--- src/pipe3_cpu_macros.svh ---
`ifndef PIPE3_CPU_MACROS_SVH
`define PIPE3_CPU_MACROS_SVH

// Widths fixed by the instruction format.
`define DATA_WIDTH     32
`define ADDR_WIDTH     32
`define REGISTER_WIDTH 5
`define OPCODE_WIDTH   4
`define INSTR_WIDTH    32

// Memory depths in words.
`define IMEM_DEPTH     256
`define DMEM_DEPTH     256

`endif

--- src/pipe3_cpu_pkg.sv ---
`include "pipe3_cpu_macros.svh"

package pipe3_cpu_pkg;

  typedef logic [`DATA_WIDTH-1:0]     data_t;
  typedef logic [`ADDR_WIDTH-1:0]     addr_t;
  typedef logic [`REGISTER_WIDTH-1:0] reg_idx_t;

  // ADD must stay at zero so that an all-zero word is a no-op.
  typedef enum logic [`OPCODE_WIDTH-1:0] {
    ADD  = 4'd0,
    SUB  = 4'd1,
    AND  = 4'd2,
    OR   = 4'd3,
    XOR  = 4'd4,
    ADDI = 4'd5,
    LW   = 4'd6,
    SW   = 4'd7,
    BEQ  = 4'd8,
    BNE  = 4'd9,
    BLT  = 4'd10,
    BGE  = 4'd11,
    JMP  = 4'd12
  } opcode_e;

  typedef struct packed {
    logic [`INSTR_WIDTH-3*`REGISTER_WIDTH-`OPCODE_WIDTH-1:0] free;
    reg_idx_t rb;
    reg_idx_t rd;
    reg_idx_t ra;
    opcode_e  opcode;
  } instruction_t;

  typedef struct packed {
    logic         valid;
    addr_t        pc;
    instruction_t instr;
  } fetch_out_t;

  typedef struct packed {
    logic     valid;
    logic     reg_wr_en;
    data_t    offset;
    reg_idx_t wr_reg;
    opcode_e  opcode;
    addr_t    branch_offset;
    addr_t    pc;
    data_t    a_data;
    data_t    b_data;
  } exec_in_t;

  typedef struct packed {
    logic     valid;
    reg_idx_t wr_reg;
    data_t    data;
  } wb_t;

  typedef struct packed {
    logic  is_jump;
    logic  branch_taken;
    addr_t target;
  } redirect_t;

endpackage : pipe3_cpu_pkg

--- src/execute_stage.sv ---
`timescale 1ns/10ps

module execute_stage import pipe3_cpu_pkg::*; (
  input  exec_in_t  exec_i,
  input  data_t     dmem_rdata_i,
  output addr_t     dmem_addr_o,
  output data_t     dmem_wdata_o,
  output logic      dmem_we_o,
  output wb_t       wb_o,
  output redirect_t redirect_o
);

  data_t alu_result;
  data_t wb_data;
  logic  is_load;
  logic  is_store;
  logic  is_branch;
  logic  cond_true;
  logic  equal;
  logic  less_unsigned;
  logic  less_signed;
  addr_t load_addr;
  addr_t store_addr;

  // ******************************************************************
  // ALU
  // ******************************************************************

  always_comb begin
    case (exec_i.opcode)
      ADD:     alu_result = exec_i.a_data + exec_i.b_data;
      SUB:     alu_result = exec_i.a_data - exec_i.b_data;
      AND:     alu_result = exec_i.a_data & exec_i.b_data;
      OR:      alu_result = exec_i.a_data | exec_i.b_data;
      XOR:     alu_result = exec_i.a_data ^ exec_i.b_data;
      ADDI:    alu_result = exec_i.a_data + exec_i.offset;
      default: alu_result = '0;
    endcase
  end

  // ******************************************************************
  // Branch resolution
  // ******************************************************************

  assign equal         = exec_i.a_data == exec_i.b_data;
  assign less_unsigned = exec_i.a_data < exec_i.b_data;
  // With differing signs the negative operand is the smaller one.
  assign less_signed   = (exec_i.a_data[$high(exec_i.a_data)] != exec_i.b_data[$high(exec_i.b_data)])
                         ? exec_i.a_data[$high(exec_i.a_data)] : less_unsigned;

  always_comb begin
    case (exec_i.opcode)
      BEQ:     cond_true = equal;
      BNE:     cond_true = ~equal;
      BLT:     cond_true = less_signed;
      BGE:     cond_true = ~less_signed;
      default: cond_true = 1'b0;
    endcase
  end

  assign is_branch = exec_i.opcode inside {BEQ, BNE, BLT, BGE};

  assign redirect_o = '{is_jump:      exec_i.valid & (exec_i.opcode == JMP),
                        branch_taken: exec_i.valid & is_branch & cond_true,
                        target:       exec_i.pc + exec_i.branch_offset};

  // ******************************************************************
  // Memory access and writeback
  // ******************************************************************

  assign is_load    = exec_i.opcode == LW;
  assign is_store   = exec_i.opcode == SW;
  assign load_addr  = exec_i.a_data + exec_i.offset;
  assign store_addr = exec_i.offset; // Stores use the offset alone.

  assign dmem_addr_o  = is_store ? store_addr : load_addr;
  assign dmem_wdata_o = exec_i.a_data; // Decode put rd on port A.
  assign dmem_we_o    = exec_i.valid & is_store;

  assign wb_data = is_load ? dmem_rdata_i : alu_result;

  assign wb_o = '{valid:  exec_i.valid & exec_i.reg_wr_en & (exec_i.wr_reg != '0),
                  wr_reg: exec_i.wr_reg,
                  data:   wb_data};

  always_comb begin
    no_wb_on_control: assert final ((wb_o.valid !== 1'b1) ||
                                    !(exec_i.opcode inside {BEQ, BNE, BLT, BGE, JMP}))
      else $error("Writeback strobe raised by a branch or jump.");
    store_wb_exclusive: assert final (!((dmem_we_o === 1'b1) && (wb_o.valid === 1'b1)))
      else $error("Store strobe and writeback strobe are high together.");
  end

endmodule : execute_stage

--- config.mk ---
export PLATFORM = sky130hd
export DESIGN_NAME = execute_stage
export DESIGN_NICKNAME = d
export VERILOG_FILES = /design/src/pipe3_cpu_pkg.sv /design/src/execute_stage.sv
export VERILOG_INCLUDE_DIRS = /design/src
export SDC_FILE = /design/constraint.sdc
export NUM_CORES = 1
export LEC_CHECK = 0
export ABC_AREA = 1
export BUFFER_PORTS_ARGS = -buffer_cell sky130_fd_sc_hd__buf_4
export CORE_UTILIZATION = 45
export DETAILED_ROUTE_END_ITERATION = 10
export PLACE_DENSITY = 0.71
export SYNTH_ARGS = -nofsm -noshare
export SYNTH_HDL_FRONTEND = slang
export SYNTH_SLANG_ARGS = --single-unit
--- constraint.sdc ---
create_clock -name vclk -period 3.2
set_input_delay 0.16 -clock vclk [all_inputs]
set_output_delay 0.16 -clock vclk [all_outputs]
set_load 0.005 [all_outputs]
### Word-level counts from Yosys, hierarchy flattened

Index checks and enable logic that the tools add are counted.
W data, S select, Z words.

| word-level totals | value |
|---|---|
| bits in registers | 0 |
| input port bits | 203 |
| output and inout port bits | 137 |
| logic and storage cells | 38 |

| cells by class | value |
|---|---|
| add/sub/neg operators | 4 |
| magnitude comparators | 1 |
| equal/unequal tests | 14 |
| multiplexer cells | 5 |
| bitwise gates (word level) | 11 |
| reductions and logical operators | 3 |

Operators by type and width:

| kind | number |
|---|---|
| $pmux W32 S6 | 1 |
| $add A32 B32 Y32 | 3 |
| $mux W32 | 2 |
| $and A32 B32 Y32 | 1 |
| $eq A32 B32 Y1 | 1 |
| $lt A32 B32 Y1 | 1 |
| $or A32 B32 Y32 | 1 |
| $sub A32 B32 Y32 | 1 |
| $xor A32 B32 Y32 | 1 |
| $eq A4 B4 Y1 const B | 5 |
| $eq A4 B3 Y1 const B | 4 |
| $eq A4 B2 Y1 const B | 2 |
| $and A1 B1 Y1 | 6 |
| $reduce_bool A5 Y1 | 1 |
| $eq A4 B1 Y1 const B | 1 |
| $logic_not A4 Y1 | 1 |
| $pmux W1 S4 | 1 |
| $reduce_bool A4 Y1 | 1 |
| $not A1 Y1 | 2 |
| $mux W1 | 1 |
| $ne A1 B1 Y1 | 1 |

### Logic depth before layout (Yosys ltp)

| depth | value |
|---|---|
| depth in word-level cells | 5 |
| gate-level depth with buffers | 18 |
| mapped depth without buffers | 17 |

### Worst setup path after synthesis

No wires, ideal clock.

| path | value |
|---|---|
| path kind | input-to-output |
| start | input exec_i[32] (netlist name) |
| end | output wb_o[28] (netlist name) |
| arrival time | 1.711 ns |
| required time | 3.040 ns |
| setup slack | 1.329 ns |
| cell stages on the path | 14 |
| buffers on the path | 0 |
| path through | ha_1 fa_1 nand3_1 nand3_1 nand2_1 nand2_1 nand2_1 nand2_1 nand2_1 nand3_1 nand3_1 nand2_1 nor2_1 nand2_1 |

RTL lines:

| element | line | RTL |
|---|---|---|
| from (decl) | execute_stage.sv:4 | `input exec_in_t exec_i,` |
| to (decl) | execute_stage.sv:9 | `output wb_t wb_o,` |

==> reports/qor.yml <==
run_status:
  outcome: "finished clean"
floorplanning:
  die_h_um: 165
  rows: 59
  die_w_um: 165
  io_pins: 340
  die-area_um2: 27100
  initial_utilization_pct: 45.8
  core-area_um2: 26000
route:
  vias: 15800
  wl_met2_mm: 23.3
  dr_wl_met3_mm: 4.36
  antenna_left: 0
  first_pass_iters: 5
  initialDrtViolationCount: 1304
  met1_length_mm: 21.8
  wl_mm: 50.9
  wl_per_cell_um: 17.2
  drc_errors: 0
  viasPerCell: 5.35
  top_layer: "met4"
min_path:
  hold_path_class: "input pin to output port"
  hold_start: "exec_i[136]"
  hold_path_end: "wb_o[36]"
  hold_depth: 2
synth:
  synthesis.nets: 2733
  synth-seq-area-share_pct: 0
  synthCells: 2351
  synth_largest_area_cell: "nand2_1"
  synthTopCellsByCount: "nand2_1, inv_1, nor2_1"
  netlist.area_leader.share_pct: 26.7
  ys.warnings.count: 0
  synth.avg_cell_area_um2: 5.06
  yosysMostFrequentCell: "nand2_1"
  synth_xor_area_share_pct: 3.09
  synth-simple-area-share_pct: 46.0
  synth_compound_area_share_pct: 13.0
  synth_area_leaders: "nand2_1, ha_1, inv_1, nand3_1, nor2_1"
  synthAdderAreaFrac_pct: 19.1
  synth.distinct_cells: 48
  syn_area_um2: 11900
  muxShareOfSynthArea_pct: 0
  synth_top_family_by_area: "simple AND/OR/NAND/NOR gates"
setup_path:
  cp.required_ns: 3.04
  cp-start-kind: "input pin"
  crit_type: "input pin to output port"
  cp_top_family: "simple AND/OR/NAND/NOR gates"
  path_max_fanout: 7
  endpoint_kind: "output port"
  cp.arrival_ns: 2.55
  crit_slowest_cell: "ha_1"
  crit_path_cell_trace: "buf_4, inv_1, ha_1, nor2_1, nand3_1, nand3_1, nand2_1, nand2_1, a21oi_1, o21ai_0, o21ai_0, nor2_1, nand3_1, buf_4"
  crit_top_cell: "nand3_1"
  path_buf_inv: 3
  max_stage_delay_ns: 0.36
power:
  p_sw_share_pct: 60.5
  p_switching_uw: 1630
  p_clk_share_pct: 0
  intPower_uw: 1060
  comb_power_share_pct: 100.0
  p_seq_share_pct: 0
  leakage_uw: 0.00884
  ir_drop_mv: 0.103
  p_per_area_nw_per_um2: 186
clock_network:
  postCtsSetupRepairBufs: 0
  cts_hold_buf: 0
  ctsResizeCount: 0
finish:
  seqCellArea_um2: 0
  design_area_um2: 14500
  final_nets: 3011
  n_antenna_cell: 0
  syn2layout_area_growth_pct: 21.4
  design.seq.count: 0
  drive_above_1_share_pct: 14.6
  final_cell_count_no_fill: 2962
  clkbuf_count: 0
  nFillCells: 2916
run:
  max_cap_viol_count: 0
sta:
  maxSlewHeadroom_pct: 41.9
  finalCriticalPeriod_ns: 2.71
  setup_violations: 0
  slew_viol_final: 0
  hold_viol_final: 0
  setup_ws_ns: 0.488
  rsz0062_at_grt: "false"
  setup_tns_ns: 0
  fmax_mhz: 369
  post-route-period-util_pct: 84.8
  worstMarginPinSlew_ns: 0.871
global_route:
  grt_pass1_vias: 14900
  antenna_found_initial: 0
  grt_remaining_overflow: 0
  grt_pass1_wl_mm: 76.8
  grt_usage_pct: 36.4
  grt_max_degree: 37
placement:
  dp_slack_ns: 0.589
  dp_hpwl_mm: 44.3
  place.gp.congestion: 1.01
  dp_cells: 2962
  dpl_cell_area_um2: 14500
  place.port_buffers: 340
## power by group through the flow
| stage | combinational (µW) | clock, µW | sequential (µW) |
|---|---|---|---|
| after global placement | 2610 | 0 | 0 |
| after floorplan | 1550 | 0 | 0 |
| after global routing | 2960 | 0 | 0 |
| final | 2690 | 0 | 0 |
| after CTS | 2640 | 0 | 0 |
| after detailed placement | 2630 | 0 | 0 |
## through the flow
step / hold slack, ns / total power (µW) / util [%]
final: 0.495 / 2690 / 55.6
after global routing: 0.500 / 2960 / 55.6
after CTS: 0.495 / 2640 / 55.6
after detailed placement: 0.495 / 2630 / 55.6
after global placement: 0.492 / 2610 / 55.6
after floorplan: 0.401 / 1550 / -
## area by class of cell
| cell class | instances | area (µm²) | share of cell area [%] |
|---|---|---|---|
| Tap cell | 335 | 419 | 2.90 |
| Inverter | 450 | 1690 | 11.7 |
| Multi-Input combinational cell | 1820 | 9660 | 66.9 |
| Timing Repair Buffer | 357 | 2680 | 18.5 |
## cells by family after synthesis
group / count (synthesis)
and+or+nand+nor: 1327
buffers and inverters: 531
AOI/OAI and AO/OA: 272
adders and majority gates: 179
xor gates and xnor gates: 42
## per-layer routing
metal / track usage (%) / up-vias
met1: 47.7 / 7095
li1: - / 7865
met5: 0 / -
met3: 2.99 / 97
met4: 9.72 / 0
met2: 63.6 / 791
## placed cells by master, fill, tap and decap left out, types with 4 or more instances in the layout
cell,n
a21o_1,8
a21oi_1,133
a221oi_1,7
and2_1,4
buf_4,357
fa_1,4
ha_1,175
inv_1,443
inv_2,5
nand2_1,848
nand3_1,171
nand3b_1,10
nand4_1,33
nor2_1,207
nor2_2,9
nor3_1,25
nor3_2,4
o2111ai_1,5
o21ai_0,54
o21ai_1,5
o21bai_1,15
o22ai_1,26
xnor2_1,11
xor2_1,31
## worst max-delay path by stage
stage | start | endpoint | slack [ns] | depth (start not counted)
after floorplan | exec_i[32] | wb_o[28] | 1.33 | 14
after global placement | exec_i[36] | wb_o[9] | 0.59 | 14
after detailed placement | exec_i[32] | wb_o[20] | 0.59 | 16
after CTS | exec_i[32] | wb_o[20] | 0.57 | 16
after global routing | exec_i[32] | wb_o[28] | 0.34 | 16
final | exec_i[33] | wb_o[9] | 0.49 | 14
No activity file was read; power rests on OpenSTA's default activity.
