`src/pipe3_cpu_macros.svh`:
```
`ifndef PIPE3_CPU_MACROS_SVH
`define PIPE3_CPU_MACROS_SVH

// Widths fixed by the instruction format.
`define DATA_WIDTH     32
`define ADDR_WIDTH     32
`define REGISTER_WIDTH 5
`define OPCODE_WIDTH   4
`define INSTR_WIDTH    32

// Memory depths in words.
`define IMEM_DEPTH     256
`define DMEM_DEPTH     256

`endif

```
`src/pipe3_cpu_pkg.sv`:
```
`include "pipe3_cpu_macros.svh"

package pipe3_cpu_pkg;

  typedef logic [`DATA_WIDTH-1:0]     data_t;
  typedef logic [`ADDR_WIDTH-1:0]     addr_t;
  typedef logic [`REGISTER_WIDTH-1:0] reg_idx_t;

  // ADD must stay at zero so that an all-zero word is a no-op.
  typedef enum logic [`OPCODE_WIDTH-1:0] {
    ADD  = 4'd0,
    SUB  = 4'd1,
    AND  = 4'd2,
    OR   = 4'd3,
    XOR  = 4'd4,
    ADDI = 4'd5,
    LW   = 4'd6,
    SW   = 4'd7,
    BEQ  = 4'd8,
    BNE  = 4'd9,
    BLT  = 4'd10,
    BGE  = 4'd11,
    JMP  = 4'd12
  } opcode_e;

  typedef struct packed {
    logic [`INSTR_WIDTH-3*`REGISTER_WIDTH-`OPCODE_WIDTH-1:0] free;
    reg_idx_t rb;
    reg_idx_t rd;
    reg_idx_t ra;
    opcode_e  opcode;
  } instruction_t;

  typedef struct packed {
    logic         valid;
    addr_t        pc;
    instruction_t instr;
  } fetch_out_t;

  typedef struct packed {
    logic     valid;
    logic     reg_wr_en;
    data_t    offset;
    reg_idx_t wr_reg;
    opcode_e  opcode;
    addr_t    branch_offset;
    addr_t    pc;
    data_t    a_data;
    data_t    b_data;
  } exec_in_t;

  typedef struct packed {
    logic     valid;
    reg_idx_t wr_reg;
    data_t    data;
  } wb_t;

  typedef struct packed {
    logic  is_jump;
    logic  branch_taken;
    addr_t target;
  } redirect_t;

endpackage : pipe3_cpu_pkg

```
`src/register_file.sv`:
```
`timescale 1ns/10ps

module register_file import pipe3_cpu_pkg::*; (
  input  logic     clk_i,
  input  logic     rst_i,
  input  reg_idx_t rd_a_idx_i,
  input  reg_idx_t rd_b_idx_i,
  output data_t    rd_a_data_o,
  output data_t    rd_b_data_o,
  input  wb_t      wb_i
);

  data_t regs [2**$bits(reg_idx_t)];

  always_ff @(posedge clk_i) begin
    if (!rst_i) begin
      for (int i = 0; i < $size(regs); i++) begin
        regs[i] <= '0;
      end
    end else if (wb_i.valid && (wb_i.wr_reg != '0)) begin
      regs[wb_i.wr_reg] <= wb_i.data;
    end
  end

  // Write-through so the next instruction sees the result in decode.
  assign rd_a_data_o = (rd_a_idx_i == '0) ? '0 :
                       (wb_i.valid && (wb_i.wr_reg == rd_a_idx_i)) ? wb_i.data :
                       regs[rd_a_idx_i];

  assign rd_b_data_o = (rd_b_idx_i == '0) ? '0 :
                       (wb_i.valid && (wb_i.wr_reg == rd_b_idx_i)) ? wb_i.data :
                       regs[rd_b_idx_i];

endmodule : register_file

```
`config.mk`:
```
export PLATFORM = sky130hd
export DESIGN_NAME = register_file
export DESIGN_NICKNAME = d
export VERILOG_FILES = /design/src/pipe3_cpu_pkg.sv /design/src/register_file.sv
export VERILOG_INCLUDE_DIRS = /design/src
export SDC_FILE = /design/constraint.sdc
export NUM_CORES = 2
export LEC_CHECK = 0
export BUFFER_PORTS_ARGS = -buffer_cell sky130_fd_sc_hd__buf_2
export CAP_MARGIN = 5
export CORE_ASPECT_RATIO = 0.9
export CORE_MARGIN = 1.5
export CORE_UTILIZATION = 57
export CTS_BUF_LIST = sky130_fd_sc_hd__clkbuf_8 sky130_fd_sc_hd__clkbuf_16
export DETAILED_ROUTE_END_ITERATION = 10
export MAX_ROUTING_LAYER = met4
export PLACE_DENSITY = 0.73
export REMOVE_ABC_BUFFERS = 1
export SLEW_MARGIN = 15
export SYNTH_ARGS = -nofsm -noshare
export SYNTH_HDL_FRONTEND = slang
export SYNTH_SLANG_ARGS = --single-unit
```
`constraint.sdc`:
```
create_clock -name clk_i -period 3.3 [get_ports clk_i]
set_input_delay 0.66 -clock clk_i [delete_from_list [all_inputs] [get_ports clk_i]]
set_output_delay 0.66 -clock clk_i [all_outputs]
set_load 0.005 [all_outputs]
```
======== After elaboration in Yosys (flattened, before gate mapping) ========
Index checks and enable logic that the tools add are counted.
storage, ports and cells
  word-level logic and storage cells ...... 61
  memories ................................ 0
  latch bits .............................. 0
  bits of input ports ..................... 50
  flip-flop bits (word level) ............. 1024
  ROM bits ................................ 0
  bits in writable memories ............... 0
  output and inout bits ................... 64
operators by class
  reductions and logical operators ........ 7
  shifts and indexed selects .............. 0
  add/subtract/negate cells ............... 0
  multiplexer cells ....................... 13
  div/mod/pow operators ................... 0
  bitwise logic cells ..................... 3
  multipliers ............................. 0
  equal/unequal tests ..................... 2
  $lt $le $gt $ge ......................... 4
operators with widths
  kind                  count
  $bwmux W1024          1
  $bmux W32 S5          2
  $mux W32              9
  $demux W32 S5         1
  $ge A6 B6 Y1 const B  3
  $not A5 Y6            3
  $eq A5 B5 Y1          2
  $logic_not A5 Y1      2
  $lt A6 B1 Y1 const B  1
  $reduce_bool A5 Y1    1
  $logic_and A1 B1 Y1   4

======== Depth between registers and ports, before layout ========
  depth in word-level cells ............... 6
  mapped depth ............................ 10
  mapped depth without buffers ............ 5

======== Least setup slack after synthesis ========
OpenSTA, ideal clock, no wires.
  kind .................................... input-to-output
  from .................................... input port rd_a_idx_i[0]
  to ...................................... output port rd_a_data_o[11]
  path buffers ............................ 3
  arrival ................................. 2.228 ns
  stages .................................. 7
  required time ........................... 2.640 ns
  path slack .............................. 0.412 ns
  path through ............................ buf_2 > buf_6 > buf_2 > mux4_2 > a31oi_1 > o21ai_0 > a32o_1
between the ends
  longest elaborated chain between the ends .. 6
  elaborated cells between the ends (all ways) .. 9
  those cells by class .................... eq/ne (1); mux (5); bitwise (1); reduce/logical (2)
ends and longest elaborated chain
  what                                          line                 source
  from (decl)                                   register_file.sv:6   input reg_idx_t rd_a_idx_i,
  $not A5 Y6 (not written as such)              register_file.sv:28  regs[rd_a_idx_i];
  $bmux W32 S5                                  register_file.sv:28
  $mux W32 (not written as such) (2 in series)  register_file.sv:28
  $mux W32                                      register_file.sv:27  (wb_i.valid && (wb_i.wr_reg == rd_a_idx_i)) ? wb_i.data :
  $mux W32 (*)                                  register_file.sv:26  assign rd_a_data_o = (rd_a_idx_i == '0) ? '0 :
  to (decl)                                     register_file.sv:8   output data_t rd_a_data_o,
Every way passes the cells marked *; elsewhere a longest branch is shown, timed or not. The select of a mux whose other input is x is not followed.

======== Final worst setup path ========
  from .................................... input port rd_b_idx_i[0]
  to ...................................... output port rd_b_data_o[11]
between the ends
  longest elaborated chain between the ends .. 6
  elaborated cells between the ends (all ways) .. 9
  those cells by class .................... eq/ne (1); mux (5); bitwise (1); reduce/logical (2)
ends and longest elaborated chain
  what                                          line                 source
  from (decl)                                   register_file.sv:7   input reg_idx_t rd_b_idx_i,
  $not A5 Y6 (not written as such)              register_file.sv:32  regs[rd_b_idx_i];
  $bmux W32 S5                                  register_file.sv:32
  $mux W32 (not written as such) (2 in series)  register_file.sv:32
  $mux W32                                      register_file.sv:31  (wb_i.valid && (wb_i.wr_reg == rd_b_idx_i)) ? wb_i.data :
  $mux W32 (*)                                  register_file.sv:30  assign rd_b_data_o = (rd_b_idx_i == '0) ? '0 :
  to (decl)                                     register_file.sv:9   output data_t rd_b_data_o,
Marked as above.

==> flow_summary_export.csv <==
group,metric,value,unit
route,post-route-drc-count,0,
clocking,ctsHoldBuffers,0,
worst_hold_path,whs_endpoint,"regs[560]$_SDFFE_PN0P_",
timing,hold_viol,0,
grt,grtUsageMet3,17.3,%
clocking,cts_tree,"yes",
placement,gp_congestion,1.03,
grt,track_usage,46.4,%
critical_path,slowest_stage,"mux4_2",
placement,dp.cells,7482,
floorplan,dieArea,99300,um^2
worst_hold_path,hold_path_depth,3,
clocking,h-tree-depth,3,
route,drtAntennaViolNets,0,
pwr,ir_drop,482,uV
clocking,clock_sinks,1024,
critical_path,required,2640,ps
placement,port_buffers,113,
clocking,cts.clk_slew.worst_paths,60,ps
critical_path,crit_chain,"buf_16 -> buf_12 -> buf_12 -> buf_6 -> buf_12 -> mux4_2 -> a22oi_2 -> a21oi_2 -> a211o_1 -> buf_2",
flow_run,cap_violations,0,
critical_path,r2r-end,"regs[46]$_SDFFE_PN0P_",
placement,placed_area,60400,um^2
logic_synthesis,async_reset_ff_share,0,%
timing,finalCriticalPeriod,3440,ps
logic_synthesis,synth_compound_area_share,19.0,%
final_layout,design_area,66200,um^2
logic_synthesis,syn_inst,6228,
critical_path,crit_buf_inv,6,
timing,whs,289,ps
grt,grt-ovfl-total,0,
timing,fin_crit_sh,104,%
logic_synthesis,synth_ff_type,"dfxtp_1",
critical_path,cp_max_fo,8,
final_layout,regMostFlops,"regs",
floorplan,io_pins,114,
route,avgRoutedWirePerCell,29.9,um
logic_synthesis,synth-seq-area-share,36.9,%
grt,use_met2,62.6,%
logic_synthesis,synth_xor_area_share,0.158,%
critical_path,critPathLaunchType,"primary input",
route,dr.pass1.iters,8,
floorplan,rows,108,
logic_synthesis,synth_area_per_cell,8.92,um^2
pwr,seqPwrFrac,42.7,%
critical_path,crit_type,"in -> out",
final_layout,syn_to_final_growth,19.2,%
floorplan,start_util,57.6,%
logic_synthesis,synth.area.top_cells,"dfxtp_1, nand2_1, mux4_2",
grt,met1_usage,58.7,%
logic_synthesis,syn_area,55500,um^2
worst_hold_path,min_from,"wb_i[16]",
final_layout,largest_register_ffs,1024,
logic_synthesis,synthAdderAreaFrac,0,%
timing,worst_clock_skew,0,ps
timing,worst_pin_slew,875,ps
critical_path,arrival,2780,ps
logic_synthesis,synth_edf_count,0,
critical_path,rrSetupSlack,2470,ps
logic_synthesis,synth_top_area_share,36.9,%
outcome,status,"finished with violations",
grt,antenna_found_initial,15,
worst_hold_path,worstHoldPathType,"in -> reg",
logic_synthesis,synth_top_area_cell,"dfxtp_1",
final_layout,fin_cells,7768,
timing,setup_viol,26,
timing,finalMaxSlewViolations,0,
outcome,violations,"setup timing",
clocking,clk_path_buf_depth,3,
placement,post-place-ws,-346,ps
critical_path,crit_family,"buffers and inverters",
timing,grt_setup_unrepaired,"true",
placement,dp_hpwl,147000,um
logic_synthesis,synth_top_family_by_area,"multiplexers",
floorplan,core,96500,um^2
route,drtIter0Drc,9138,
logic_synthesis,ys_warn_count,0,
timing,worst_slack,-139,ps
final_layout,fin_nets,6450,
final_layout,final_common_cell,"nand2_1",
timing,fin_tns_setup,-1180,ps
critical_path,reg2reg_depth,2,
pwr,p_clk_share,45.7,%
route,drt_wl_total,232000,um
route,vias,53700,
critical_path,critPathCaptureType,"primary output",
final_layout,most-common-layout-cells,"nand2_1, dfxtp_1, a21boi_0",
route,routed_via_density,6.91,
grt,busiest_layer,"met2",
timing,fmax,291,MHz
floorplan,die_w,332,um
floorplan,dieHeight,299,um
grt,grt_max_degree,129,
clocking,insertion_delay,710,ps
final_layout,largestRegisters,"regs: 1024 flops",
final_layout,drive_gt1_share,23.2,%
critical_path,slowest_delay,520,ps
critical_path,cp_common_cell,"buf_12",
pwr,switchingPower,7.50,mW
pwr,p_per_area,443,nW/um^2
logic_synthesis,synthSimpleGateAreaFrac,16.8,%
pwr,power_frac_comb,11.7,%
pwr,leakagePower,23.3,nW
clocking,clockRootBuffer,"clkbuf_16",
logic_synthesis,synth_cell_types,65,
timing,maxSlewHeadroom,41.5,%
pwr,p_sw_share,25.5,%
grt,grt_pass1_wl,333000,um
clocking,cts_buffers,107,
pwr,p_int,21.8,mW
grt,grt_pass1_vias,50400,
critical_path,reg2reg_from,"regs[46]$_SDFFE_PN0P_",
logic_synthesis,synth_mux_area_share,21.5,%
logic_synthesis,synth-seq-cells,1024,
worst max path at each step:
stage	start	end	slack, ps	cells past startpoint
2_1_floorplan	rd_a_idx_i[2]	rd_a_data_o[30]	-200	5
3_3_place_gp	rd_b_idx_i[0]	rd_b_data_o[6]	-320	11
6_report	rd_b_idx_i[0]	rd_b_data_o[11]	-140	10
4_1_cts	rd_b_idx_i[0]	rd_b_data_o[6]	-80	12
5_1_grt	rd_b_idx_i[0]	rd_b_data_o[11]	-110	10
3_5_place_dp	rd_b_idx_i[0]	rd_b_data_o[6]	-350	11
area by class of cell:
class	instances	area, um^2
Antenna cell	12	30.0
Clock buffer	136	3100
Clock inverter	64	776
Fill cell	7307	30300
Inverter	1	3.75
Multi-Input combinational cell	4534	32900
Sequential cell	1024	20500
Tap cell	1265	1580
Timing Repair Buffer	732	7280
per-stage QoR:
stage / utilization (%) / total power [mW]
6_report: 68.6 / 29.3
5_1_grt: 68.6 / 29.8
4_1_cts: 67.6 / 29.0
3_5_place_dp: 62.6 / 15.8
3_3_place_gp: 62.6 / 15.8
2_1_floorplan: - / 13.7
Yosys cell counts (16+ instances only):
cell type     n
buf_1        17
nor3_1       20
clkbuf_1    411
a21boi_1    104
nor2_1       76
clkbuf_2     24
a31oi_1      27
a211oi_1     49
buf_4        41
dfxtp_1    1024
mux4_1       16
o2111ai_1    31
a221oi_1     19
o21ai_0      63
and2_1       38
a32o_1       34
mux2_2       36
a21oi_1      29
buf_6        29
buf_2       140
a21boi_0    888
nor2b_1      23
o22ai_1      72
nand2_1    2133
a221o_1      23
mux4_2      335
o221ai_1     32
mux2i_1     354
logic make-up (layout without fill, tap and decap cells):
logic type / count (synthesis) / in the layout
AO/OA/AOI/OAI: 1416 / 1416
XOR/XNOR: 10 / 10
buffers and inverters: 670 / 933
flip-flops: 1024 / 1024
multiplexers: 741 / 741
other: 0 / 12
AND/OR/NAND/NOR: 2367 / 2367
timing repair:
action,in CTS,in global routing
cloned,10,4
gates resized for setup,120,130
endpoints found under the hold margin,0,0
buffers inserted,20,48
endpoints found under the setup margin,50,52
pin swaps,33,41
power groups by stage:
| stage | combinational, mW | sequential (mW) | clock, mW |
|---|---|---|---|
| floorplan | 0.977 | 12.8 | 0 |
| CTS | 3.15 | 12.5 | 13.3 |
| global placement | 2.97 | 12.8 | 0 |
| finish | 3.42 | 12.5 | 13.4 |
| detailed placement | 2.99 | 12.8 | 0 |
| global route | 3.46 | 12.5 | 13.8 |
tightest hold or removal path: stages:
cell	delay [ps]
buf_2	160
nand2_1	70
a21boi_0	70
layer usage:
layer	up-vias	share of wire [%]
met5	-	0
li1	22100	-
met2	4778	40
met3	1202	17
met4	0	7.3
met1	25600	35
Power figures use the tool's default switching activity.
