## src/pipe3_cpu_macros.svh

```systemverilog
`ifndef PIPE3_CPU_MACROS_SVH
`define PIPE3_CPU_MACROS_SVH

// Widths fixed by the instruction format.
`define DATA_WIDTH     32
`define ADDR_WIDTH     32
`define REGISTER_WIDTH 5
`define OPCODE_WIDTH   4
`define INSTR_WIDTH    32

// Memory depths in words.
`define IMEM_DEPTH     256
`define DMEM_DEPTH     256

`endif

```

## src/pipe3_cpu_pkg.sv

```systemverilog
`include "pipe3_cpu_macros.svh"

package pipe3_cpu_pkg;

  typedef logic [`DATA_WIDTH-1:0]     data_t;
  typedef logic [`ADDR_WIDTH-1:0]     addr_t;
  typedef logic [`REGISTER_WIDTH-1:0] reg_idx_t;

  // ADD must stay at zero so that an all-zero word is a no-op.
  typedef enum logic [`OPCODE_WIDTH-1:0] {
    ADD  = 4'd0,
    SUB  = 4'd1,
    AND  = 4'd2,
    OR   = 4'd3,
    XOR  = 4'd4,
    ADDI = 4'd5,
    LW   = 4'd6,
    SW   = 4'd7,
    BEQ  = 4'd8,
    BNE  = 4'd9,
    BLT  = 4'd10,
    BGE  = 4'd11,
    JMP  = 4'd12
  } opcode_e;

  typedef struct packed {
    logic [`INSTR_WIDTH-3*`REGISTER_WIDTH-`OPCODE_WIDTH-1:0] free;
    reg_idx_t rb;
    reg_idx_t rd;
    reg_idx_t ra;
    opcode_e  opcode;
  } instruction_t;

  typedef struct packed {
    logic         valid;
    addr_t        pc;
    instruction_t instr;
  } fetch_out_t;

  typedef struct packed {
    logic     valid;
    logic     reg_wr_en;
    data_t    offset;
    reg_idx_t wr_reg;
    opcode_e  opcode;
    addr_t    branch_offset;
    addr_t    pc;
    data_t    a_data;
    data_t    b_data;
  } exec_in_t;

  typedef struct packed {
    logic     valid;
    reg_idx_t wr_reg;
    data_t    data;
  } wb_t;

  typedef struct packed {
    logic  is_jump;
    logic  branch_taken;
    addr_t target;
  } redirect_t;

endpackage : pipe3_cpu_pkg

```

## src/decode_stage.sv

```systemverilog
`timescale 1ns/10ps
`include "pipe3_cpu_macros.svh"

module decode_stage import pipe3_cpu_pkg::*; (
  input  logic         clk_i,
  input  logic         rst_i,
  input  logic         valid_i,
  input  logic         is_jump_i,
  input  logic         branch_taken_i,
  input  addr_t        pc_i,
  input  data_t        reg_a_data_i,
  input  data_t        reg_b_data_i,
  input  instruction_t instruction_i,
  output logic         alu_valid_o,
  output data_t        offset_sign_extend_o,
  output reg_idx_t     reg_a_o,
  output logic         reg_wr_en_o,
  output reg_idx_t     wr_reg_o,
  output opcode_e      instr_opcode_o,
  output addr_t        branch_offset_o,
  output addr_t        alu_pc_o,
  output data_t        alu_reg_a_data_o,
  output data_t        alu_reg_b_data_o,
  output addr_t        debug_alu_pc_o,
  output instruction_t debug_alu_instr_o
);

  localparam int OFFSET_LSB = `OPCODE_WIDTH + 2 * `REGISTER_WIDTH;
  localparam int OFFSET_W   = `INSTR_WIDTH - OFFSET_LSB;
  localparam int BR_OFF_W   = $bits(instruction_i.free) + `REGISTER_WIDTH;

  logic  is_store;
  logic  is_branch;
  logic  reg_wr_en_d;
  data_t offset_sign_extend_d;
  addr_t branch_offset_d;

  // ******************************************************************
  // Field decode
  // ******************************************************************

  assign is_store  = instruction_i.opcode == SW;
  assign is_branch = instruction_i.opcode inside {BEQ, BNE, BLT, BGE};

  assign reg_a_o = is_store ? instruction_i.rd : instruction_i.ra; // Store data comes from rd.

  assign reg_wr_en_d = ~is_store & ~is_branch & (instruction_i.opcode != JMP);

  assign offset_sign_extend_d = {{(`DATA_WIDTH-OFFSET_W){instruction_i[`INSTR_WIDTH-1]}},
                                 instruction_i[`INSTR_WIDTH-1:OFFSET_LSB]};

  // Branch offset is free joined to rd.
  assign branch_offset_d = {{(`ADDR_WIDTH-BR_OFF_W){instruction_i.free[$high(instruction_i.free)]}},
                            instruction_i.free, instruction_i.rd};

  // ******************************************************************
  // Decode to execute register
  // ******************************************************************

  always_ff @(posedge clk_i) begin
    if (!rst_i) begin
      alu_valid_o <= 1'b0;
      reg_wr_en_o <= 1'b0;
    end else begin
      alu_valid_o <= valid_i & ~is_jump_i & ~branch_taken_i; // Squash behind a redirect.
      reg_wr_en_o <= reg_wr_en_d;
    end
  end

  always_ff @(posedge clk_i) begin
    offset_sign_extend_o <= offset_sign_extend_d;
    wr_reg_o             <= instruction_i.rd;
    instr_opcode_o       <= instruction_i.opcode;
    branch_offset_o      <= branch_offset_d;
    alu_pc_o             <= pc_i;
    alu_reg_a_data_o     <= reg_a_data_i;
    alu_reg_b_data_o     <= reg_b_data_i;
    debug_alu_pc_o       <= pc_i;
    debug_alu_instr_o    <= instruction_i;
  end

  // The redirect comes from execute in the same cycle.
  squash_after_redirect: assert property (@(posedge clk_i) disable iff (!rst_i)
    (is_jump_i | branch_taken_i) |=> !(is_jump_i | branch_taken_i))
    else $error("Instruction behind a redirect reached execute.");

endmodule : decode_stage

```

## config.mk

```make
export PLATFORM = sky130hd
export DESIGN_NAME = decode_stage
export DESIGN_NICKNAME = d
export VERILOG_FILES = /design/src/pipe3_cpu_pkg.sv /design/src/decode_stage.sv
export VERILOG_INCLUDE_DIRS = /design/src
export SDC_FILE = /design/constraint.sdc
export NUM_CORES = 1
export LEC_CHECK = 0
export BUFFER_PORTS_ARGS = -buffer_cell sky130_fd_sc_hd__buf_2
export CAP_MARGIN = 25
export CORE_AREA = 2 2 144 146
export CTS_BUF_LIST = sky130_fd_sc_hd__clkbuf_8
export DETAILED_ROUTE_END_ITERATION = 10
export DIE_AREA = 0 0 146 148
export GPL_ROUTABILITY_DRIVEN = 0
export SLEW_MARGIN = 0
export SYNTH_ARGS = -nofsm -noshare
export SYNTH_HDL_FRONTEND = slang
export SYNTH_SLANG_ARGS = --single-unit
```

## constraint.sdc

```tcl
create_clock -name clk_i -period 0.95 [get_ports clk_i]
set_input_delay 0.095 -clock clk_i [delete_from_list [all_inputs] [get_ports clk_i]]
set_output_delay 0.095 -clock clk_i [all_outputs]
set_load 0.05 [all_outputs]
```

== Word-level counts from Yosys, hierarchy flattened ==
Index checks and enable logic that the tools add are counted.
Operators by class
  $add $sub $neg: 0
  multiply operators: 0
  div/mod/pow operators: 0
  order comparisons: 0
  eq/ne operators: 6
  shift operators: 0
  muxes and demuxes: 1
  bitwise operators: 8
  reduce and logical (&&, ||, !) cells: 1
Operators by type and width (count)
  $eq A4 B4 Y1 const B: 4
  $mux W5: 1
  $and A1 B1 Y1: 4
  $eq A4 B3 Y1 const B: 1
  $ne A4 B4 Y1 const B: 1
  $not A1 Y1: 4
  $reduce_bool A4 Y1: 1
Word-level totals
  flip-flop bits (word level): 166
  bits in latches: 0
  memory bits (writable): 0
  ROM bits: 0
  input port bits: 133
  output and inout bits: 240
  word-level logic and storage cells: 28
  memories: 0

== Depth between registers and ports, before layout ==
Gate-level depths: netlist of run 1.
  depth in word-level cells: 5
  mapped depth: 2
  depth with buffers taken out: 2

== Least setup slack after synthesis of run 1 ==
Ideal clock, no wire load.
  path kind: flip-flop to output port
  start: register branch_offset_o[17] (netlist name)
  end: output branch_offset_o[18]
  arrival: 1428 ps
  data required time: 855 ps
  slack: -573 ps
  stages on the path, launching flop included: 2
  buffers on the path: 1
  cells stage by stage: dfxtp_1 > buf_4
RTL lines
  to (decl): line decode_stage.sv:20  | output addr_t branch_offset_o,
No word-level cell between the ends.

==> results.ini, run 1 <==
[global_routing]
grt_overflow = 0
grt_max_degree = 17
track_usage_pct = 13.19
grt_pass1_vias = 3665
antenna_found_initial = 0
grt_pass1_wl_um = 21380

[timing]
fin_crit_ns = 1.261
rsz0062_at_grt = yes
slew_headroom_pct = 86.33
setup_viol = 241
worst_pin_slew_ns = 0.2023
max_freq_ghz = 0.7931
setup_ws_ns = -0.3109
hold_viol_final = 0
fin_crit_sh_pct = 132.7
slew_viol_final = 0

[setup_path]
critPathKind = reg -> out
crit_arrival_ns = 1.17
cp-end-kind = output pin
worstPathCellList = buf_12 -> buf_4
critical-path-slowest-cell = dfxtp_4
cpPeakStageDelay_ns = 0.38
worstPathRequired_ns = 0.85
path_max_fanout = 16
worstSetupStartpointType = flip-flop

[clocking]
cts_buffer_depth = 2
cts_root_buf = clkbuf_8
clock-sinks = 130
clk_pin_slew_ns = 0.08
cts_max_level = 4
cts_tree = built
cts_buffers = 17

[worst_hold_path]
worstHoldPathType = in -> reg

[placed_design]
pre_cts_ws_ns = -0.06243
hpwl_um = 9148
io_buffers = 372

[cells_and_area]
seqCellArea_sq_um = 2890
n_fill_cell = 1744
fin_util_pct = 45.99
syn_to_final_growth_pct = 163.2
nets = 800
multi_input_area_sq_um = 111.4
num_antenna_cells = 0
drive_above_1_share_pct = 80.00

[routing]
wl_met2_um = 8300
vias = 3249
wl_met3_um = 1375
wirelength_um = 14770
initialDrtViolationCount = 34
wl_met1_um = 4890
drc = 0
wl_per_cell_um = 15.54
drtAntennaViolNets = 0
drt_first_pass_iters = 4
vias_per_cell = 3.420
dr.max_layer_used = met4

[floorplanning]
core_area_sq_um = 20040
dieArea_sq_um = 21610
ios = 373
num_rows = 52
initial_core_util_pct = 17.48
die_height_um = 148
die_x_um = 146

[synth]
synth_ff_type = dfxtp_1
avgSynthCellArea_sq_um = 14.29
ys_seq_area_share_pct = 74.31
synth-edff-count = 0
yosysUniqueCellTypes = 8
synth_top_cell_by_area = dfxtp_1
ys_ff_latch = 130
synth_top_area_share_pct = 74.31
yosys-top-cells-count = 130 x dfxtp_1, 105 x buf_4, 5 x mux2_2
netlist_top_cells_area = dfxtp_1 74%, buf_4 23%, mux2_2 1.6%
syn_inst = 245
ys_warn_count = 0
syn-cell-area_sq_um = 3502
synth.most_common_cell = dfxtp_1
async_flop_share_pct = 0
synthesis.nets = 378

[run_status]
status = finished with violations
violations = setup timing

[power]
vdd_drop_max_uv = 802.9
power_density_nw_per_um2 = 1679
power.leakage_nw = 4.196

[flow_run]
cap_viol_max_count = 0

## final timing paths
check / start / end / slack, ns / cells past startpoint
setup / recovery: branch_offset_o[17]$_DFF_P_ / offset_sign_extend_o[26] / -0.31 / 2
hold / removal: instruction_i[2] / reg_wr_en_o$_SDFF_PN0_ / 0.09 / 3
## timing repair
action                     in CTS  in global routing
hold buffers                  132                  0
hold endpoints to repair      130                  0
gates resized for setup       741                 49
buffers inserted                2                  0
setup endpoints to repair     240                240
gates cloned                    0                  0
## layout make-up
type	instances	share of cell area [%]
Timing Repair Buffer	508	59.06
Sequential cell	130	31.36
Tap cell	270	3.665
Clock buffer	17	2.539
Clock inverter	15	2.131
Multi-Input combinational cell	9	1.208
Inverter	1	0.04073
## where the power goes
part | internal [W] | leakage (nW) | switching (W)
clock network | 0.00269 | 0.208 | 0.00245
logic | 0.00191 | 2.87 | 0.00239
registers | 0.00572 | 1.11 | 0.000315
total | 0.0103 | 4.20 | 0.00515
## cells by family after synthesis
logic type | share of synthesized area, %
mux | 1.608
flops | 74.31
compound gates | 0.5003
simple gates | 0.9646
buf+inv | 22.62
## metal layers
layer | up-vias | global-route usage, %
met1 | 1520 | 12.85
met5 | - | 0
met4 | 0 | 4.854
li1 | 1505 | -
met3 | 12 | 5.710
met2 | 212 | 24.74
## per-stage QoR
step                cells  hold slack [ns]  instance area (sq um)  TNS (ns)  total power [W]
floorplan             245           0.1227                   3578         0         0.008316
global placement      784           0.1971                   5005   -0.2605         0.008817
detailed placement    784           0.1986                   5005   -0.3038         0.008833
CTS                   950          0.02766                   9046    -38.21          0.01562
global route          950          0.04208                   9216    -42.68          0.01611
finish                950          0.08957                   9216    -26.22          0.01548
## worst max-delay path: cells and delay by family (launching register included)
kind | cells | cell delay [ns]
buffers and inverters | 2 | 0.35
flip-flops | 1 | 0.38
## cell usage in the layout, fill, tap and decap left out
cell           Yosys  layout
bufinv_16          0       3
dfxtp_4            0      50
buf_4            105      18
inv_8              0       2
nor4bb_1           1       1
inv_6              0       6
mux2_2             5       4
o211a_1            1       1
inv_1              1       1
dlygate4sd3_1      0     132
clkbuf_8           0      17
o21a_1             1       1
buf_12             0       4
buf_2              0     131
buf_8              0     197
buf_6              0      26
mux2_4             0       1
dfxtp_2            0      80
nand4b_4           1       1
clkinvlp_4         0       3
clkinv_4           0       1
## sequential cells by signal, indices dropped and copies added, names as in the netlist
name                  cells
alu_valid_o               1
reg_wr_en_o               1
branch_offset_o           6
alu_reg_b_data_o         32
offset_sign_extend_o      2
debug_alu_instr_o        24
debug_alu_pc_o           32
alu_reg_a_data_o         32
(Power assumes the default switching activity.)
==> run 2, diff against run 1 <==
CELL_PAD_IN_SITES_DETAIL_PLACEMENT = 1   (was not set)
CELL_PAD_IN_SITES_GLOBAL_PLACEMENT = 2   (was not set)
CORE_AREA = not set   (was 2 2 144 146)
CORE_MARGIN = 2   (was not set)
CORE_UTILIZATION = 17   (was not set)
DIE_AREA = not set   (was 0 0 146 148)
PLACE_DENSITY = 0.87   (was not set)
RECOVER_POWER = 50   (was not set)
==> run 2 against run 1 <==
Against the previous run:
- the flow still finishes with violations (setup timing)
- setup slack better by 0.0089 ns
- critical endpoint is now offset_sign_extend_o[29]
- clock-buffer cell count unchanged
- routed wire length grew 17%
- final cell count is 0.42% higher
- critical path depth unchanged
- sequential power about the same
- highest routed layer is now met5
- cell area rose by 0.34%
- sequential cell count unchanged
- utilization shrank 0.29 points
- combinational power is 2% higher
==> results.ini, run 2 (synthesis gave the netlist of run 1 again) <==
[timing]
max_freq_ghz = 0.7987  ; +0.71%
hold_viol_final = 0  ; unchanged
rsz0062_at_grt = yes
fin_crit_ns = 1.252  ; -0.008941 ns
final.setup.tns_ns = -27.85  ; -1.632 ns
setup_ws_ns = -0.3020  ; +0.008941 ns
slew_viol_final = 0  ; unchanged
worst_pin_slew_ns = 0.3579  ; +0.1556 ns
slew_headroom_pct = 75.82  ; -11 points
fin_crit_sh_pct = 131.8  ; -0.94 points
setup_viol = 241  ; unchanged
whs_ns = 0.1072  ; +0.01765 ns

[routing]
drc = 0  ; unchanged
wirelength_um = 17320  ; +17%
wl_per_cell_um = 18.16  ; +17%
vias_per_cell = 3.486  ; +1.9%
wl_met2_um = 9840  ; +19%
dr.max_layer_used = met5
drt_first_pass_iters = 4  ; unchanged
wl_met3_um = 1445  ; +5.1%
vias = 3326  ; +2.4%
wl_met1_um = 5599  ; +14%
initialDrtViolationCount = 50  ; +47%
drtAntennaViolNets = 0  ; unchanged

[floorplanning]
core_area_sq_um = 20230  ; +0.97%
die_x_um = 147.5  ; +1.0%
die_height_um = 147.5  ; -0.32%
dieArea_sq_um = 21770  ; +0.73%
num_rows = 52  ; unchanged
ios = 373  ; unchanged
initial_core_util_pct = 17.31  ; -0.17 points

[global_routing]
grt_overflow = 0  ; unchanged
grt_pass1_wl_um = 24750  ; +16%
grt_pass1_vias = 4002  ; +9.2%
grt_max_degree = 17  ; unchanged
track_usage_pct = 15.55  ; +2.4 points
antenna_found_initial = 2  ; +2

[setup_path]
worstPathRequired_ns = 0.85  ; about the same
critical-path-slowest-cell = dfxtp_4
crit_arrival_ns = 1.16  ; about the same
worstPathCellList = buf_12 -> buf_6
cp-end-kind = output pin
worstSetupStartpointType = flip-flop
cpPeakStageDelay_ns = 0.38  ; about the same
path_max_fanout = 15  ; -1
critPathKind = reg -> out

[clocking]
cts_buffers = 17  ; unchanged
cts_tree = built
clk_pin_slew_ns = 0.09  ; about the same
cts_buffer_depth = 2  ; unchanged
clock-sinks = 130  ; unchanged
cts_root_buf = clkbuf_8
cts_max_level = 4  ; unchanged

[power]
power_density_nw_per_um2 = 1627  ; -3.1%
power.leakage_nw = 4.203  ; +0.17%
vdd_drop_max_uv = 739.6  ; -7.9%
total_power_w = 0.01505  ; -2.8%

[worst_hold_path]
hold_start = instruction_i[1]
worstHoldPathType = in -> reg
hold_path_end = reg_wr_en_o$_SDFF_PN0_
holdPathStages = 3  ; unchanged

[cells_and_area]
layout_common_cells = 204 x buf_8, 132 x dlygate4sd3_1, 127 x buf_2
nets = 803  ; +0.38%
drive_above_1_share_pct = 79.50  ; -0.50 points
stdcell_count = 954  ; +0.42%
top_regs = alu_reg_a_data_o x32, alu_reg_b_data_o x32, debug_alu_pc_o x32
n_fill_cell = 2019  ; +16%
fin_area_sq_um = 9248  ; +0.34%
multi_input_area_sq_um = 111.4  ; unchanged
layout_commonest_cell = buf_8
seqCellArea_sq_um = 2903  ; +0.43%
syn_to_final_growth_pct = 164.1

[placed_design]
dp_cells = 785  ; +0.13%
hpwl_um = 9485  ; +3.7%
placed_area_sq_um = 5012  ; +0.15%
io_buffers = 372  ; unchanged

[flow_run]
cap_viol_max_count = 0  ; unchanged

[run_status]
violations = setup timing
status = finished with violations

==> run 2: layer usage <==
metal | GRT usage, % | up-vias
li1 | - | 1514
met1 | 14.96 | 1564
met2 | 29.07 | 221
met3 | 6.975 | 25
met4 | 5.721 | 2
met5 | 0 | -
==> run 2: per-stage QoR <==
stage	utilization, %	worst slack, ns
global placement	24.77	-0.05725
finish	45.70	-0.3020
floorplan	-	0.03212
global route	45.70	-0.3925
detailed placement	24.77	-0.07926
CTS	45.00	-0.3356
==> run 2: worst max-delay path by stage <==
stage,cells past startpoint,to,from,slack [ns]
3_5_place_dp,4,reg_a_o[0],instruction_i[3],-0.08
5_1_grt,2,branch_offset_o[20],branch_offset_o[17]$_DFF_P_,-0.39
2_1_floorplan,1,branch_offset_o[18],branch_offset_o[17]$_DFF_P_,0.03
4_1_cts,2,offset_sign_extend_o[21],branch_offset_o[17]$_DFF_P_,-0.34
3_3_place_gp,4,reg_a_o[4],instruction_i[3],-0.06
6_report,2,offset_sign_extend_o[29],branch_offset_o[17]$_DFF_P_,-0.30
==> run 2: layout make-up <==
cell class	instances	share of cell area, %
Multi-Input combinational cell	9	1.204
Inverter	1	0.04059
Antenna cell	1	0.02706
Clock inverter	15	1.651
Sequential cell	130	31.39
Timing Repair Buffer	511	59.50
Tap cell	270	3.653
Clock buffer	17	2.530
==> run 2: what timing repair did <==
item | CTS | global route
endpoints found under the hold margin | 130 | 0
hold buffers | 132 | 0
endpoints found under the setup margin | 240 | 240
resized for setup | 764 | 42
gates cloned | 0 | 0
setup buffers | 3 | 1
==> run 2: power by group <==
| part | switching, W | leakage [nW] | total [W] | internal (W) |
|---|---|---|---|---|
| registers | 0.000332 | 1.12 | 0.00605 | 0.00572 |
| logic | 0.00244 | 2.89 | 0.00437 | 0.00193 |
| clock network | 0.00264 | 0.196 | 0.00462 | 0.00198 |
| total | 0.00542 | 4.20 | 0.0150 | 0.00963 |
==> run 2: critical path: cells and delay by family, from the launching register on <==
family | cells | cell delay [ns]
buffers and inverters | 2 | 0.35
DFF | 1 | 0.38
